### config.mk
export PLATFORM = sky130hd
export DESIGN_NAME = sceneRender
export DESIGN_NICKNAME = d
export VERILOG_FILES = /design/src/verilog/renderPkg.sv /design/src/verilog/sceneRender.sv /design/src/verilog/sceneMixer.sv /design/src/verilog/shotLayer.sv /design/src/verilog/birdLayer.sv
export VERILOG_INCLUDE_DIRS = /design/src /design/src/verilog
export SDC_FILE = /design/constraint.sdc
export NUM_CORES = 1
export LEC_CHECK = 0
export ABC_CLOCK_PERIOD_IN_PS = 6400
export CAP_MARGIN = 5
export CORE_MARGIN = 10
export CORE_UTILIZATION = 33
export DETAILED_ROUTE_END_ITERATION = 10
export DONT_BUFFER_PORTS = 1
export GPL_TIMING_DRIVEN = 0
export PLACE_DENSITY = 0.51
export SKIP_LAST_GASP = 1
export SLEW_MARGIN = 0
export SYNTH_ARGS = -nofsm -noshare
export SYNTH_HDL_FRONTEND = slang
export SYNTH_SLANG_ARGS = --single-unit
### constraint.sdc
create_clock -name clk -period 6.4 [get_ports clk]
set_input_delay 0.32 -clock clk [delete_from_list [all_inputs] [get_ports clk]]
set_output_delay 0.32 -clock clk [all_outputs]
set_load 0.02 [all_outputs]
### src/verilog/render_cfg.svh
`ifndef RENDER_CFG_SVH
`define RENDER_CFG_SVH

// ~~~~~~~~~~~~~~~~~~~~~~~~~~~~~~
// Object counts
// ~~~~~~~~~~~~~~~~~~~~~~~~~~~~~~
`define NUM_BIRDS 2
`define NUM_SHOTS 8

// ~~~~~~~~~~~~~~~~~~~~~~~~~~~~~~
// Sprite sizes in pixels
// ~~~~~~~~~~~~~~~~~~~~~~~~~~~~~~
// Birds live in a square box, the diamond is cut out of it
`define BIRD_SIZE 16
`define SHOT_W 4
`define SHOT_H 8

// ~~~~~~~~~~~~~~~~~~~~~~~~~~~~~~
// Colours in RRRGGGBB
// ~~~~~~~~~~~~~~~~~~~~~~~~~~~~~~
`define BIRD_COLOR 8'hE0
`define SHOT_COLOR 8'hFC
`define BACKGROUND_COLOR 8'h5C

`endif
### src/verilog/renderPkg.sv
`default_nettype none

package renderPkg;

	// Screen coordinate, may go negative when an object enters from the left or top
	typedef logic signed [10:0] coord_t;

	// ~~~~~~~~~~~~~~~~~~~~~~~~~~~~~~
	// Colour word
	// ~~~~~~~~~~~~~~~~~~~~~~~~~~~~~~
	// The layers only pass the byte along, the mixer splits it into channels
	typedef struct packed {
		logic [2:0] red;
		logic [2:0] green;
		logic [1:0] blue;
	} colorFields_t;

	typedef union packed {
		logic [7:0] raw;
		colorFields_t field;
	} color_u;

endpackage

`default_nettype wire

### src/verilog/sceneRender.sv
`timescale 1ns/1ps
`default_nettype none

`include "render_cfg.svh"

module sceneRender (
	input logic clk,
	input logic reset,
	input renderPkg::coord_t pixelX,
	input renderPkg::coord_t pixelY,
	input logic startOfFrame,
	input renderPkg::coord_t [`NUM_BIRDS-1:0] birdX,
	input renderPkg::coord_t [`NUM_BIRDS-1:0] birdY,
	input renderPkg::coord_t [`NUM_SHOTS-1:0] shotX,
	input renderPkg::coord_t [`NUM_SHOTS-1:0] shotY,
	input logic [`NUM_SHOTS-1:0] shotActive,
	output logic [7:0] red,
	output logic [7:0] green,
	output logic [7:0] blue,
	output logic [`NUM_BIRDS-1:0] birdHit,
	output logic [`NUM_SHOTS-1:0] shotHit
);

	import renderPkg::*;

	logic [`NUM_BIRDS-1:0] birdRequest;
	logic birdAny;
	color_u birdColor;
	logic [`NUM_SHOTS-1:0] shotRequest;
	logic shotAny;
	color_u shotColor;

	birdLayer birdLayer_i (
		.clk(clk),
		.reset(reset),
		.pixelX(pixelX),
		.pixelY(pixelY),
		.birdX(birdX),
		.birdY(birdY),
		.birdRequest(birdRequest),
		.birdAny(birdAny),
		.birdColor(birdColor)
	);

	shotLayer shotLayer_i (
		.clk(clk),
		.reset(reset),
		.pixelX(pixelX),
		.pixelY(pixelY),
		.shotX(shotX),
		.shotY(shotY),
		.shotActive(shotActive),
		.shotRequest(shotRequest),
		.shotAny(shotAny),
		.shotColor(shotColor)
	);

	// The mixer gets the raw strobe and lines it up with the layer data itself
	sceneMixer sceneMixer_i (
		.clk(clk),
		.reset(reset),
		.startOfFrame(startOfFrame),
		.birdRequest(birdRequest),
		.birdAny(birdAny),
		.birdColor(birdColor),
		.shotRequest(shotRequest),
		.shotAny(shotAny),
		.shotColor(shotColor),
		.red(red),
		.green(green),
		.blue(blue),
		.birdHit(birdHit),
		.shotHit(shotHit)
	);

endmodule

`default_nettype wire

### src/verilog/sceneMixer.sv
`timescale 1ns/1ps
`default_nettype none

`include "render_cfg.svh"

module sceneMixer (
	input logic clk,
	input logic reset,
	input logic startOfFrame,
	input logic [`NUM_BIRDS-1:0] birdRequest,
	input logic birdAny,
	input renderPkg::color_u birdColor,
	input logic [`NUM_SHOTS-1:0] shotRequest,
	input logic shotAny,
	input renderPkg::color_u shotColor,
	output logic [7:0] red,
	output logic [7:0] green,
	output logic [7:0] blue,
	output logic [`NUM_BIRDS-1:0] birdHit,
	output logic [`NUM_SHOTS-1:0] shotHit
);

	import renderPkg::*;

	color_u mixColor;
	color_u bgColor;
	logic sofD1;
	logic sofD2;
	logic [`NUM_BIRDS-1:0] birdColl;
	logic [`NUM_SHOTS-1:0] shotColl;
	logic [`NUM_BIRDS-1:0] birdFlags;
	logic [`NUM_SHOTS-1:0] shotFlags;

	function automatic logic [7:0] expand3(input logic [2:0] v);
		return {v, v, v[2:1]};
	endfunction

	function automatic logic [7:0] expand2(input logic [1:0] v);
		return {4{v}};
	endfunction

	assign bgColor.raw = `BACKGROUND_COLOR;

	// ~~~~~~~~~~~~~~~~~~~~~~~~~~~~~~
	// Colour path
	// ~~~~~~~~~~~~~~~~~~~~~~~~~~~~~~
	// Shots are drawn over birds, birds over the background
	always_comb begin
		if (shotAny) begin
			mixColor = shotColor;
		end else if (birdAny) begin
			mixColor = birdColor;
		end else begin
			mixColor = bgColor;
		end
	end

	always_ff @(posedge clk) begin
		if (reset) begin
			red <= expand3(bgColor.field.red);
			green <= expand3(bgColor.field.green);
			blue <= expand2(bgColor.field.blue);
		end else begin
			red <= expand3(mixColor.field.red);
			green <= expand3(mixColor.field.green);
			blue <= expand2(mixColor.field.blue);
		end
	end

	// ~~~~~~~~~~~~~~~~~~~~~~~~~~~~~~
	// Collision accumulation
	// ~~~~~~~~~~~~~~~~~~~~~~~~~~~~~~
	// The collision stage sits level with the colour register, so sofD2 marks
	// the strobe pixel in birdColl and shotColl
	always_ff @(posedge clk) begin
		if (reset) begin
			sofD1 <= 1'b0;
			sofD2 <= 1'b0;
			birdColl <= '0;
			shotColl <= '0;
			birdFlags <= '0;
			shotFlags <= '0;
			birdHit <= '0;
			shotHit <= '0;
		end else begin
			sofD1 <= startOfFrame;
			sofD2 <= sofD1;
			birdColl <= birdRequest & {`NUM_BIRDS{shotAny}};
			shotColl <= shotRequest & {`NUM_SHOTS{birdAny}};
			if (sofD2) begin
				// Report the finished frame, the strobe pixel starts the new one
				birdHit <= birdFlags;
				shotHit <= shotFlags;
				birdFlags <= birdColl;
				shotFlags <= shotColl;
			end else begin
				birdHit <= '0;
				shotHit <= '0;
				birdFlags <= birdFlags | birdColl;
				shotFlags <= shotFlags | shotColl;
			end
		end
	end

endmodule

`default_nettype wire

### src/verilog/shotLayer.sv
`timescale 1ns/1ps
`default_nettype none

`include "render_cfg.svh"

module shotLayer (
	input logic clk,
	input logic reset,
	input renderPkg::coord_t pixelX,
	input renderPkg::coord_t pixelY,
	input renderPkg::coord_t [`NUM_SHOTS-1:0] shotX,
	input renderPkg::coord_t [`NUM_SHOTS-1:0] shotY,
	input logic [`NUM_SHOTS-1:0] shotActive,
	output logic [`NUM_SHOTS-1:0] shotRequest,
	output logic shotAny,
	output renderPkg::color_u shotColor
);

	import renderPkg::*;

	logic [`NUM_SHOTS-1:0] hitNow;
	color_u pickColor;

	for (genvar j = 0; j < `NUM_SHOTS; j++) begin : gShot
		logic signed [11:0] dx;
		logic signed [11:0] dy;

		assign dx = {pixelX[10], pixelX} - {shotX[j][10], shotX[j]};
		assign dy = {pixelY[10], pixelY} - {shotY[j][10], shotY[j]};

		// A parked shot keeps its last position, so the flag must gate it
		assign hitNow[j] = shotActive[j]
			&& (dx >= 0) && (dx < 12'(`SHOT_W))
			&& (dy >= 0) && (dy < 12'(`SHOT_H));
	end

	assign pickColor.raw = (|hitNow) ? `SHOT_COLOR : 8'h00;

	always_ff @(posedge clk) begin
		if (reset) begin
			shotRequest <= '0;
			shotAny <= 1'b0;
		end else begin
			shotRequest <= hitNow;
			shotAny <= |hitNow;
		end
	end

	always_ff @(posedge clk) begin
		shotColor <= pickColor;
	end

endmodule

`default_nettype wire

### src/verilog/birdLayer.sv
`timescale 1ns/1ps
`default_nettype none

`include "render_cfg.svh"

module birdLayer (
	input logic clk,
	input logic reset,
	input renderPkg::coord_t pixelX,
	input renderPkg::coord_t pixelY,
	input renderPkg::coord_t [`NUM_BIRDS-1:0] birdX,
	input renderPkg::coord_t [`NUM_BIRDS-1:0] birdY,
	output logic [`NUM_BIRDS-1:0] birdRequest,
	output logic birdAny,
	output renderPkg::color_u birdColor
);

	import renderPkg::*;

	logic [`NUM_BIRDS-1:0] hitNow;
	color_u pickColor;

	// ~~~~~~~~~~~~~~~~~~~~~~~~~~~~~~
	// Per-bird sprite test
	// ~~~~~~~~~~~~~~~~~~~~~~~~~~~~~~
	for (genvar i = 0; i < `NUM_BIRDS; i++) begin : gBird
		logic signed [11:0] dx;
		logic signed [11:0] dy;
		logic signed [11:0] foldX;
		logic signed [11:0] foldY;
		logic signed [11:0] distSum;
		logic inBox;

		// One extra bit so the offset cannot wrap at the screen edges
		assign dx = {pixelX[10], pixelX} - {birdX[i][10], birdX[i]};
		assign dy = {pixelY[10], pixelY} - {birdY[i][10], birdY[i]};
		assign inBox = (dx >= 0) && (dx < 12'(`BIRD_SIZE))
			&& (dy >= 0) && (dy < 12'(`BIRD_SIZE));

		// Doubled offsets put the box centre on an integer point
		assign foldX = (dx <<< 1) - 12'(`BIRD_SIZE - 1);
		assign foldY = (dy <<< 1) - 12'(`BIRD_SIZE - 1);
		assign distSum = (foldX[11] ? -foldX : foldX) + (foldY[11] ? -foldY : foldY);

		assign hitNow[i] = inBox && (distSum <= 12'(`BIRD_SIZE));
	end

	// Every bird shares one colour, so any covering bird gives it
	assign pickColor.raw = (|hitNow) ? `BIRD_COLOR : 8'h00;

	always_ff @(posedge clk) begin
		if (reset) begin
			birdRequest <= '0;
			birdAny <= 1'b0;
		end else begin
			birdRequest <= hitNow;
			birdAny <= |hitNow;
		end
	end

	always_ff @(posedge clk) begin
		birdColor <= pickColor;
	end

endmodule

`default_nettype wire

* Word level (Yosys, flattened, before mapping) *
Index checks and enable logic that the tools add are counted.

storage, ports and cells
  latch bits = 0
  bits in writable memories = 0
  memories = 0
  bits in registers = 84
  bits in read-only memories = 0
  bits of input ports = 253

operators by class
  magnitude comparators = 42
  equality and inequality tests = 0
  reductions and logical operators = 43
  add/subtract/negate cells = 30
  shift operators = 0
  multiplexer cells = 10
  divide/modulo/power cells = 0
  bitwise gates (word level) = 5
  $mul = 0

operator list
  operator                                                                            number
  12-bit by 1-bit >= comparator with 1-bit output (second input constant)             20
  11-bit by 11-bit subtractor with 12-bit output                                      20
  12-bit by 4-bit less-than comparator with 1-bit output (second input constant)      8
  12-bit by 5-bit less-than comparator with 1-bit output (second input constant)      8
  12-bit by 6-bit less-than comparator with 1-bit output (second input constant)      4
  12-bit two-way mux                                                                  4
  12-bit negation                                                                     4
  12-bit by 5-bit subtractor with 12-bit output (second input constant)               4
  1-bit logical AND                                                                   40
  8-bit two-way mux                                                                   5
  12-bit adder                                                                        2
  12-bit by 6-bit less-or-equal comparator with 1-bit output (second input constant)  2
  8-bit bitwise AND                                                                   1
  8-bit OR                                                                            1
  8-bit OR reduction                                                                  1
  2-bit OR reduction                                                                  2
  2-bit bitwise AND                                                                   1
  2-bit two-way mux                                                                   1
  2-bit OR                                                                            1
  1-bit inverter                                                                      1

* Longest topological paths before layout *
Gate-level depths: netlist of run 1.

  depth in word-level cells = 9
  gate-level depth with buffers = 23
  gate-level depth less buffers = 23

* Hierarchy *
Synthesis of run 1 repeated with hierarchy kept, for this count alone.

second synthesis, totals
  cell total of the unflattened synthesis = 1715
  area, all modules = 12933.7 µm²

by module, submodules not included
  module      cells an instance  times used  area an instance (µm²)
  shotLayer   999                1           7056.8
  birdLayer   576                1           4425.5
  sceneMixer  140                1           1451.4

* Worst setup path after synthesis of run 1 *
Ideal clock, no wire load.

  path kind = in2reg
  start = in pixelY[0]
  end = reg birdLayer_i.birdAny
  buffers on the path = 0
  arrival time = 4.973 ns
  slack = 1.352 ns
  stages on the path = 22
  cell sequence = inv_1 > ha_1 > fa_1 > nor2b_1 > o31a_1 > o21a_1 > or3_1 > a21o_1 > nor3_1 > nand3_1 > xnor2_2 > xor2_1 > ha_1 > o21a_1 > o21ai_1 > a21oi_1 > or4_1 > a22oi_1 > a21oi_1 > nor4_1 > nand4_1 > o22ai_1

between the ends
  word-level cells in the longest chain between the ends = 8
  elaborated cells between the ends (all ways) = 23
  classes of those cells = add/sub (8); order compare (6); mux (2); reduce/logical (7)

ends and longest elaborated chain
  what                                                        RTL line           source
  start, declared                                             sceneRender.sv:10  input renderPkg::coord_t pixelY,
  11-bit by 11-bit subtractor with 12-bit output              birdLayer.sv:36    assign dy = {pixelY[10], pixelY} - {birdY[i][10], birdY[i]};
  12-bit by 5-bit subtractor with 12-bit output               birdLayer.sv:42    assign foldY = (dy <<< 1) - 12'(`BIRD_SIZE - 1);
  12-bit negation                                             birdLayer.sv:43    assign distSum = (foldX[11] ? -foldX : foldX) + (foldY[11] ? -foldY : foldY);
  12-bit two-way mux                                          birdLayer.sv:43
  12-bit adder                                                birdLayer.sv:43
  12-bit by 6-bit less-or-equal comparator with 1-bit output  birdLayer.sv:45    assign hitNow[i] = inBox && (distSum <= 12'(`BIRD_SIZE));
  1-bit logical AND                                           birdLayer.sv:45
  2-bit OR reduction (*)                                      birdLayer.sv:57    birdAny <= |hitNow;
  end signal, assigned                                        birdLayer.sv:57
  end, declared                                               birdLayer.sv:14    output logic birdAny,

Every way passes the cells marked *; elsewhere a longest branch is shown, timed or not.
A chain may end at the register's enable or synchronous reset.

* Final worst setup path of run 1 *
Same ends and word-level chain as after synthesis.

==> results.py, run 1 <==
metrics = {
    "final_layout": {
        "final_area_sq_um": 13600,
        "final_cell_mix": "inv_1, ha_1, nor2_1, a21oi_1, xnor2_1",
        "layout_commonest_cell": "inv_1",
        "areaGrowthSynthToFinish_pct": 6.89,
        "drive_gt1_frac": 0.0336,
        "nNetsFinal": 2260,
        "fin_util": 0.359,
    },
    "place": {
        "routabilityCongestion": 0.875,
        "io_buffer_count": 0,
        "dpl.hpwl_mm": 37.0,
        "placed_area_sq_um": 13300,
    },
    "logic_synthesis": {
        "yosys.area.top_type": "ha_1",
        "synth_cell_types": 86,
        "yosysWarnings": 0,
        "synth_seq_cells": 49,
        "netlist.area_leader.share": 0.243,
        "synthFlopType": "dfxtp_1",
        "synth.yosys.seq_area_share": 0.0774,
        "syn-cell-area_sq_um": 12700,
        "synth_edf_count": 0,
        "synthCells": 1739,
        "synthTopCellsByArea": "ha_1, inv_1, dfxtp_1",
        "synth_async_sr_flop_share": 0,
        "avgSynthCellArea_sq_um": 7.29,
    },
    "clocking": {
        "clock_latency_ns": 0.29,
        "cts_tree": "yes",
        "cts_sinks": 49,
        "cts_htree_levels": 2,
        "numCtsBuffers": 5,
        "clk_pin_slew_worst_paths_ns": 0.07,
        "root_buffer": "clkbuf_16",
        "ctsHoldBuffers": 0,
        "cts_buffer_depth": 2,
    },
    "detailed_routing": {
        "drt-total-wl_mm": 45.7,
        "num_vias": 12317,
        "wl_per_cell_um": 20.1,
        "drcViolationCount": 0,
        "viasPerCell": 5.42,
        "firstDrtPassIters": 5,
        "drt_iter0_drc": 583,
        "detail-route-antenna-nets": 0,
    },
    "critical_path": {
        "worstPathArrival_ns": 6.08,
        "end_kind": "register",
        "crit_chain": "clkinvlp_4 -> ha_1 -> fa_1 -> nor2b_1 -> o31a_1 -> o21a_1 -> o211a_1 -> nor3_1 -> a211oi_1 -> xnor2_4 -> xor2_1 -> ha_1 -> o21a_1 -> o21ai_1 -> a21oi_1 -> or4_1 -> a22oi_1 -> a21oi_1 -> nor4_1 -> nand4_1 -> o22ai_1",
        "cp-start-kind": "input port",
        "crit_buf_inv": 1,
        "slowest_stage": "a211oi_1",
        "slowest_delay_ns": 0.75,
        "crit_type": "input port to register",
        "cp_max_fo": 10,
        "required_ns": 6.61,
        "cpLargestDelayFamily": "compound AO/OA/AOI/OAI gates",
    },
    "sta": {
        "post-route-period-util": 0.916,
        "worst_hold_slack_ns": 0.164,
        "fin_worst_skew_ns": 0.00592,
        "worstMarginPinSlew_ns": 0.899,
        "relSlewSlack": 0.397,
        "max_freq_mhz": 171,
        "finalHoldViolations": 0,
        "drv_slew": 0,
        "layout_min_cycle_time_ns": 5.86,
        "rsz0062_at_grt": "false",
        "setup_violations": 0,
        "tns_ns": 0,
    },
    "floorplan": {
        "start_util": 0.336,
        "core.rowCount": 71,
        "die_area_sq_um": 46700,
        "io_pins": 287,
        "die_width_um": 216,
        "coreArea_sq_um": 37800,
        "die_h_um": 216,
    },
    "global_routing": {
        "grt_pass1_vias": 11687,
        "grt_pass1_wl_mm": 68.0,
        "gr-usage-all-layers": 0.184,
        "grt_max_degree": 16,
        "overflow": 0,
        "antenna_found_initial": 6,
    },
    "outcome": {
        "status": "completed",
    },
    "flow_run": {
        "max_cap_viol_count": 0,
    },
    "power_and_ir_drop": {
        "p_leak_nw": 6.47,
        "vdd_ir_drop_max_uv": 105,
        "cellPowerDensity_nw_per_um2": 175,
    },
    "hold_path": {
        "hold_class": "input port to register",
    },
}
synth_stat cells (all sizes together), types with 14 or more instances:
library cell  count
nor2b            44
a21oi           103
xor2             50
a21o             22
buf              25
o21ai            91
nand3            24
nand3b           14
nor4             20
xnor2            74
nand2            59
ha              246
nor2            157
o21a             47
nor3             56
mux2i            23
or2              14
inv             270
dfxtp            49
o211ai           25
nand2b           28
and2             23
a31oi            16
clkbuf           15
a211oi           16
layout make-up:
type,count,area [sq um]
clock buffers,6,129
clock inverters,2,15.0
repair buffers,4,30.0
diodes,3,7.51
well taps,511,639
fillers,3962,24200
plain buffers,40,230
flip-flops and latches,49,981
multi-input cells,1387,10500
inverters,270,1020
power by group:
group	internal (W)	switching [W]	total, W
Sequential	0.000305	0.000000123	0.000305
Combinational	0.000803	0.00101	0.00181
Clock	0.000145	0.000116	0.000261
Total	0.00125	0.00112	0.00238
per-stage QoR:
step	setup WS (ns)	std cells	total power [W]
floorplan	1.35	1746	0.00178
global placement	-0.0752	2257	0.00207
detailed placement	-0.133	2257	0.00209
CTS	0.145	2265	0.00237
global route	0.0507	2270	0.00262
finish	0.537	2272	0.00238
metal layers:
layer / vias to the layer above / part of all wire / GRT usage
met1: 5665 / 0.46 / 0.238
met5: - / 0.0012 / 0
met2: 372 / 0.46 / 0.312
met4: 8 / 0.014 / 0.0312
li1: 6230 / - / -
met3: 42 / 0.063 / 0.0379
cells by family (layout without fill, tap and decap cells):
group	Yosys count	in the layout	synth area share
simple gates	505	505	0.206
compound gates	472	472	0.259
buf+inv	310	322	0.0981
fa+ha+maj	250	250	0.249
xor+xnor	124	124	0.0874
flops	49	49	0.0774
mux	28	28	0.0226
other cells	1	11	0.000296
flip-flops by register name, summed over array words and instances (netlist names):
register                 flops
birdLayer_i.birdRequest      2
sceneMixer_i.green           1
sceneMixer_i.shotColl        8
birdLayer_i.birdColor        1
sceneMixer_i.red             2
birdLayer_i.birdAny          1
shotLayer_i.shotRequest      8
shotLayer_i.shotAny          1
sceneMixer_i.shotHit         8
shotLayer_i.shotColor        1
sceneMixer_i.shotFlags       8
sceneMixer_i.birdHit         2
sceneMixer_i.sofD2           1
sceneMixer_i.sofD1           1
sceneMixer_i.birdFlags       2
sceneMixer_i.birdColl        2
path summary, 6_finish.rpt:
check,startpoint,slack [ns],depth (start not counted),endpoint
min,startOfFrame,0.16,1,sceneMixer_i.sofD1
max,pixelY[0],0.54,21,birdLayer_i.birdAny
min reg2reg,shotLayer_i.shotRequest[4],0.43,1,sceneMixer_i.shotColl[4]
max reg2reg,shotLayer_i.shotAny,5.30,2,sceneMixer_i.red[6]
timing repair:
item / 4_1_cts / 5_1_grt
setup buffers: 0 / 4
setup endpoints to repair: 0 / 4
endpoints found under the hold margin: 0 / 0
gates resized for setup: 0 / 4
Power figures use the tool's default switching activity.
==> run 2: changes to the inputs <==
--- a/config.mk
+++ b/config.mk
@@ -6,13 +6,14 @@
 export SDC_FILE = /design/constraint.sdc
 export NUM_CORES = 1
 export LEC_CHECK = 0
+export ABC_AREA = 1
 export ABC_CLOCK_PERIOD_IN_PS = 6400
 export CAP_MARGIN = 5
 export CORE_MARGIN = 10
 export CORE_UTILIZATION = 33
 export DETAILED_ROUTE_END_ITERATION = 10
 export DONT_BUFFER_PORTS = 1
-export GPL_TIMING_DRIVEN = 0
+export MAX_ROUTING_LAYER = met4
 export PLACE_DENSITY = 0.51
 export SKIP_LAST_GASP = 1
 export SLEW_MARGIN = 0
==> run 2 against run 1 <==
  * Fmax is 27% higher
  * Die area is 22% higher
  * Combinational power is 32% higher
  * Register-to-register slack worse by 0.03 ns
  * Clock power hardly changed
  * Sequential cell count stayed put
  * Critical path type unchanged
  * Utilization is 0.69 points lower
  * Count of clock-buffer cells in the layout stayed put
  * Highest routed layer is now met4
  * Worst setup slack better by 1.2 ns
  * Sequential share of layout area is 1.3 points lower
  * Routed wire length is 25% higher
  * Largest cell class unchanged
  * Critical endpoint unchanged
==> results.py, run 2 <==
metrics = {
    "sta": {
        "post-route-period-util": 0.722,
        "finalHoldViolations": 0,
        "layout_min_cycle_time_ns": 4.62,
        "setup_violations": 0,
        "rsz0062_at_grt": "false",
        "tns_ns": 0,
        "worstMarginPinSlew_ns": 0.976,
        "max_freq_mhz": 216,
        "relSlewSlack": 0.349,
        "fin_worst_skew_ns": 0.00504,
        "drv_slew": 0,
        "worst_hold_slack_ns": 0.0957,
    },
    "global_routing": {
        "gr-usage-all-layers": 0.200,
        "grt_max_degree": 34,
        "grt_pass1_vias": 16585,
        "grt_pass1_wl_mm": 88.0,
        "overflow": 0,
        "antenna_found_initial": 10,
    },
    "floorplan": {
        "io_pins": 287,
        "coreArea_sq_um": 46800,
        "core.rowCount": 79,
        "die_width_um": 238,
        "start_util": 0.336,
        "die_area_sq_um": 56700,
        "die_h_um": 238,
    },
    "clocking": {
        "cts_buffer_depth": 2,
        "clk_pin_slew_worst_paths_ns": 0.07,
        "clock_latency_ns": 0.29,
        "numCtsBuffers": 5,
        "post_cts_buffers": 0,
        "cts_tree": "yes",
        "ctsHoldBuffers": 0,
        "cts_resized": 0,
        "root_buffer": "clkbuf_16",
        "cts_htree_levels": 2,
        "cts_sinks": 49,
    },
    "hold_path": {
        "hold_class": "input port to register",
    },
    "logic_synthesis": {
        "yosysMostFrequentCell": "nand2_1",
        "synth_cell_types": 49,
        "synthFlopType": "dfxtp_1",
        "synth.yosys.seq_area_share": 0.0625,
        "avgSynthCellArea_sq_um": 5.54,
        "yosys.area.top_type": "nand2_1",
        "yosysWarnings": 0,
        "synth_seq_cells": 49,
        "yosys-top-cells-count": "nand2_1, inv_1, nor2_1, ha_1, nand3_1",
        "netlist.area_leader.share": 0.201,
        "synth_edf_count": 0,
        "synth_async_sr_flop_share": 0,
        "synthTopCellsByArea": "nand2_1, ha_1, inv_1",
        "syn-cell-area_sq_um": 15700,
        "synthCells": 2837,
    },
    "critical_path": {
        "r2r_end": "sceneMixer_i.red[6]",
        "r2r_cells": 2,
        "crit_top_cell": "nand2_1",
        "cp_max_fo": 12,
        "crit_buf_inv": 4,
        "crit_path_end": "birdLayer_i.birdAny",
        "end_kind": "register",
        "cp-startpoint": "pixelX[0]",
        "cp-start-kind": "input port",
        "r2r-start": "birdLayer_i.birdAny",
        "reg2reg_slack_ns": 5.27,
        "worst-path-stages": 29,
        "slowest_delay_ns": 0.48,
        "crit_type": "input port to register",
        "worstPathArrival_ns": 4.86,
        "slowest_stage": "xor2_2",
        "required_ns": 6.64,
        "cpLargestDelayFamily": "simple AND/OR/NAND/NOR gates",
    },
    "final_layout": {
        "final_area_sq_um": 16500,
        "fillers": 5349,
        "layout_commonest_cell": "nand2_1",
        "nNetsFinal": 3327,
        "drive_gt1_frac": 0.0251,
        "areaGrowthSynthToFinish_pct": 4.78,
        "fin_util": 0.352,
        "final_cell_mix": "nand2_1, inv_1, nor2_1, ha_1, nand3_1",
    },
    "detailed_routing": {
        "firstDrtPassIters": 5,
        "viasPerCell": 4.94,
        "num_vias": 17003,
        "drt_iter0_drc": 1054,
        "drcViolationCount": 0,
        "detail-route-antenna-nets": 0,
        "drt-total-wl_mm": 57.3,
        "wl_per_cell_um": 16.6,
    },
    "power_and_ir_drop": {
        "p_clk_frac": 0.088,
        "p_int_w": 0.00134,
        "seqPwrFrac": 0.103,
        "combPwrFrac": 0.809,
        "cellPowerDensity_nw_per_um2": 180,
        "swShare": 0.546,
        "p_sw_w": 0.00162,
        "vdd_ir_drop_max_uv": 111,
        "p_leak_nw": 9.69,
    },
    "flow_run": {
        "max_cap_viol_count": 0,
    },
    "place": {
        "io_buffer_count": 0,
        "placed_area_sq_um": 16300,
        "routabilityCongestion": 0.918,
        "dpl.hpwl_mm": 48.2,
    },
    "outcome": {
        "status": "completed",
    },
}
run 2: cell count changes after synthesis, sizes merged, moves of 22 or more:
cell / change
nand2: +796
inv: +318
nand3: +194
nor2: +136
a21oi: +60
nand4: +48
o21a: -45
nor2b: -44
xnor2: -35
nand2b: -27
mux2i: -23
nand3b: +22
o211ai: -22
run 2: cell families (layout without fill, tap and decap cells):
| kind of cell | Yosys count | after routing | share of synthesized area |
|---|---|---|---|
| AND/OR/NAND/NOR | 1506 | 1506 | 0.404 |
| AO/OA/AOI/OAI | 312 | 312 | 0.116 |
| other | 1 | 18 | 0.000239 |
| XOR/XNOR | 99 | 99 | 0.0609 |
| flip-flops | 49 | 49 | 0.0625 |
| buffers and inverters | 620 | 601 | 0.155 |
| adder cells (fa/ha/maj) | 250 | 250 | 0.201 |
run 2: worst reg2reg max path: stages (launching register included):
cell and delay [ns]:
dfxtp_1 0.59, o211ai_1 0.22, a21o_1 0.22
run 2: metal layers:
layer,track usage,wire (um),vias to the layer above
met5,-,0,-
li1,-,-,8905
met3,0.0367,3600,49
met2,0.334,26000,427
met4,0.0390,1200,0
met1,0.249,26500,7622
run 2: worst min-delay path by stage:
stage                       start                        end  cells past startpoint
6_report                    reset  sceneMixer_i.shotFlags[6]                      1
4_1_cts                     reset  sceneMixer_i.shotFlags[6]                      1
2_1_floorplan  sceneMixer_i.sofD1         sceneMixer_i.sofD2                      2
5_1_grt                     reset  sceneMixer_i.shotFlags[6]                      1
3_3_place_gp                reset         sceneMixer_i.sofD1                      1
3_5_place_dp                reset         sceneMixer_i.sofD1                      1
run 2: cell type report:
type,count,area (sq um),share of cell area
multi-input cells,2175,12300,0.748
inverters,591,2220,0.135
flip-flops and latches,49,982,0.0597
well taps,607,759,0.0462
clock buffers,6,129,0.00783
diodes,10,25.0,0.00152
repair buffers,2,15.0,0.000912
clock inverters,2,13.8,0.000836
run 2: power by group through the flow:
| stage | Clock, W | Sequential, W | Combinational (W) |
|---|---|---|---|
| global route | 0.000278 | 0.000306 | 0.00275 |
| finish | 0.000261 | 0.000306 | 0.00239 |
| CTS | 0.000267 | 0.000306 | 0.00239 |
| global placement | 0 | 0.000313 | 0.00237 |
| floorplan | 0 | 0.000313 | 0.00193 |
| detailed placement | 0 | 0.000313 | 0.00237 |
run 2: stage by stage:
step                instances  worst slack [ns]  total power, W
global route             3441              1.29         0.00333
CTS                      3432              1.81         0.00296
global placement         3424              1.59         0.00268
detailed placement       3424              1.52         0.00268
finish                   3442              1.78         0.00296
floorplan                2844              2.34         0.00224
==> run 3: changes to the inputs <==
--- a/config.mk
+++ b/config.mk
@@ -6,15 +6,15 @@
 export SDC_FILE = /design/constraint.sdc
 export NUM_CORES = 1
 export LEC_CHECK = 0
-export ABC_AREA = 1
-export ABC_CLOCK_PERIOD_IN_PS = 6400
+export ABC_AREA = 0
+export ABC_CLOCK_PERIOD_IN_PS = 4000
 export CAP_MARGIN = 5
 export CORE_MARGIN = 10
 export CORE_UTILIZATION = 33
 export DETAILED_ROUTE_END_ITERATION = 10
 export DONT_BUFFER_PORTS = 1
 export MAX_ROUTING_LAYER = met4
-export PLACE_DENSITY = 0.51
+export PLACE_DENSITY = 0.52
 export SKIP_LAST_GASP = 1
 export SLEW_MARGIN = 0
 export SYNTH_ARGS = -nofsm -noshare
==> constraint.sdc (replaced) <==
create_clock -name clk -period 4 [get_ports clk]
set_input_delay 0.2 -clock clk [delete_from_list [all_inputs] [get_ports clk]]
set_output_delay 0.2 -clock clk [all_outputs]
set_load 0.02 [all_outputs]
==> run 3 against run 2 <==
  * Die area down 18%
  * Non-clock buffer count up 189
  * Critical path depth shrank 7
  * The run now ends with negative setup slack left
  * Cell area fell by 8.7%
  * Power is 56% higher
  * Via count is 25% lower
  * Highest routed layer unchanged
  * Count of clock-buffer cells in the layout shrank 1
  * Sequential power grew 60%
==> results.py, run 3 (synthesis gave the netlist of run 1 again) <==
metrics = {
    "hold_path": {
        "hold-path-cell-count": 1,
        "hold_class": "input port to register",
    },
    "clocking": {
        "root_buffer": "clkbuf_16",
        "numCtsBuffers": 5,
        "cts_htree_levels": 2,
        "cts_buffer_depth": 2,
        "cts_sinks": 49,
        "clk_pin_slew_worst_paths_ns": 0.06,
        "cts_tree": "yes",
        "clock_latency_ns": 0.29,
    },
    "sta": {
        "fin_ws_ns": -0.467,
        "finalHoldViolations": 0,
        "fin_worst_skew_ns": 0.00403,
        "setup_violations": 4,
        "layout_min_cycle_time_ns": 4.47,
        "drv_slew": 0,
        "worstMarginPinSlew_ns": 0.971,
        "relSlewSlack": 0.352,
        "tns_ns": -1.74,
        "max_freq_mhz": 224,
        "post-route-period-util": 1.12,
        "rsz0062_at_grt": "true",
    },
    "final_layout": {
        "final_cell_mix": "inv_1, ha_1, buf_4, nor2_1, a21oi_1",
        "nNetsFinal": 2407,
        "drive_gt1_frac": 0.138,
        "layout_commonest_cell": "inv_1",
        "fillers": 3956,
        "areaGrowthSynthToFinish_pct": 18.5,
        "fin_util": 0.398,
    },
    "place": {
        "dpl.hpwl_mm": 38.9,
        "routabilityCongestion": 0.914,
        "post-place-ws_ns": -0.881,
        "io_buffer_count": 0,
    },
    "floorplan": {
        "die_width_um": 216,
        "start_util": 0.336,
        "die_h_um": 216,
        "die_area_sq_um": 46700,
        "core.rowCount": 71,
        "coreArea_sq_um": 37800,
        "io_pins": 287,
    },
    "critical_path": {
        "r2r_cells": 3,
        "reg2reg_slack_ns": 2.85,
        "cp-startpoint": "pixelX[0]",
        "cp-start-kind": "input port",
        "cp_max_fo": 5,
        "r2r-start": "sceneMixer_i.sofD2",
        "crit_type": "input port to register",
        "worstPathArrival_ns": 4.68,
        "end_kind": "register",
        "r2r_end": "sceneMixer_i.birdHit[0]",
        "required_ns": 4.21,
        "crit_path_end": "birdLayer_i.birdAny",
    },
    "global_routing": {
        "overflow": 0,
        "gr-usage-all-layers": 0.193,
        "grt_pass1_vias": 12380,
        "grt_pass1_wl_mm": 69.4,
        "antenna_found_initial": 2,
        "grt_max_degree": 25,
    },
    "outcome": {
        "status": "finished, violations left",
        "violations": "negative setup slack",
    },
    "detailed_routing": {
        "wl_per_cell_um": 19.4,
        "drcViolationCount": 0,
        "firstDrtPassIters": 5,
        "viasPerCell": 5.29,
        "drt_iter0_drc": 624,
        "drt-total-wl_mm": 47.0,
        "num_vias": 12803,
        "detail-route-antenna-nets": 0,
    },
    "power_and_ir_drop": {
        "p_leak_nw": 7.32,
        "vdd_ir_drop_max_uv": 208,
        "cellPowerDensity_nw_per_um2": 307,
        "p_total_w": 0.00461,
    },
    "flow_run": {
        "max_cap_viol_count": 0,
    },
}
[run 3: cell types whose count changed in the layout (fill, tap and decap cells not counted), moves of 48 or more]
cell,before,now
nand3_1,214,23
nand2_1,841,59
inv_1,584,267
buf_4,2,183
nor2_1,289,154
a21oi_1,150,101
nand4_1,57,9
[run 3: what timing repair did]
action | CTS | global route
pin swaps | 11 | 20
endpoints found under the hold margin | 24 | 0
setup buffers | 5 | 13
cloned | 0 | 0
resized for setup | 11 | 20
hold buffers | 2 | 0
setup endpoints to repair | 4 | 4
[run 3: worst max-delay path: stages]
cell        delay [ns]
clkinvlp_4        0.16
ha_4              0.22
fa_2              0.34
nor2b_1           0.13
o21a_1            0.16
o21ai_2           0.09
a21oi_2           0.18
nor2_2            0.06
xnor2_2           0.13
or4b_4            0.57
xnor2_4           0.26
xnor2_1           0.17
ha_1              0.26
o21a_1            0.18
o21ai_2           0.15
a21oi_2           0.09
or4_1             0.47
a22oi_1           0.21
a21oi_1           0.11
nor4_1            0.17
nand4_1           0.17
o22ai_1           0.18
[run 3: report_power, final]
group	leakage, nW	switching (W)	total (W)	internal [W]
Sequential	0.394	0.000000197	0.000489	0.000489
Clock	0.0704	0.000187	0.000422	0.000235
Combinational	6.86	0.00183	0.00370	0.00187
[run 3: stage by stage]
stage          instances  area [sq um]  hold slack (ns)
2_1_floorplan       1746         12900            0.328
3_3_place_gp        2389         14600            0.276
3_5_place_dp        2389         14600            0.276
4_1_cts             2403         14800           0.0297
5_1_grt             2418         15000           0.0382
6_report            2419         15000           0.0347
[run 3: worst min-delay path by stage]
| stage | startpoint | end | slack [ns] |
|---|---|---|---|
| detailed placement | reset | shotLayer_i.shotAny | 0.28 |
| global route | reset | birdLayer_i.birdAny | 0.04 |
| finish | reset | birdLayer_i.birdAny | 0.03 |
| global placement | reset | shotLayer_i.shotAny | 0.28 |
| floorplan | startOfFrame | sceneMixer_i.sofD1 | 0.33 |
| CTS | reset | birdLayer_i.birdAny | 0.03 |
[run 3: cell type report]
cell class | instances | area, sq um | share of cell area
antenna | 3 | 7.51 | 0.000500
clock buffer | 5 | 125 | 0.00833
clock inverter | 3 | 25.0 | 0.00167
inverter | 270 | 1020 | 0.0680
multi-input combinational | 1387 | 10800 | 0.716
sequential | 49 | 982 | 0.0654
tap | 511 | 639 | 0.0426
timing repair buffer | 191 | 1470 | 0.0979
[run 3: routing by layer]
metal	track usage	wire (um)	part of all wire
met5	-	0	0
met2	0.326	22200	0.47
met1	0.233	20900	0.44
met4	0.0522	1310	0.028
met3	0.0338	2560	0.054
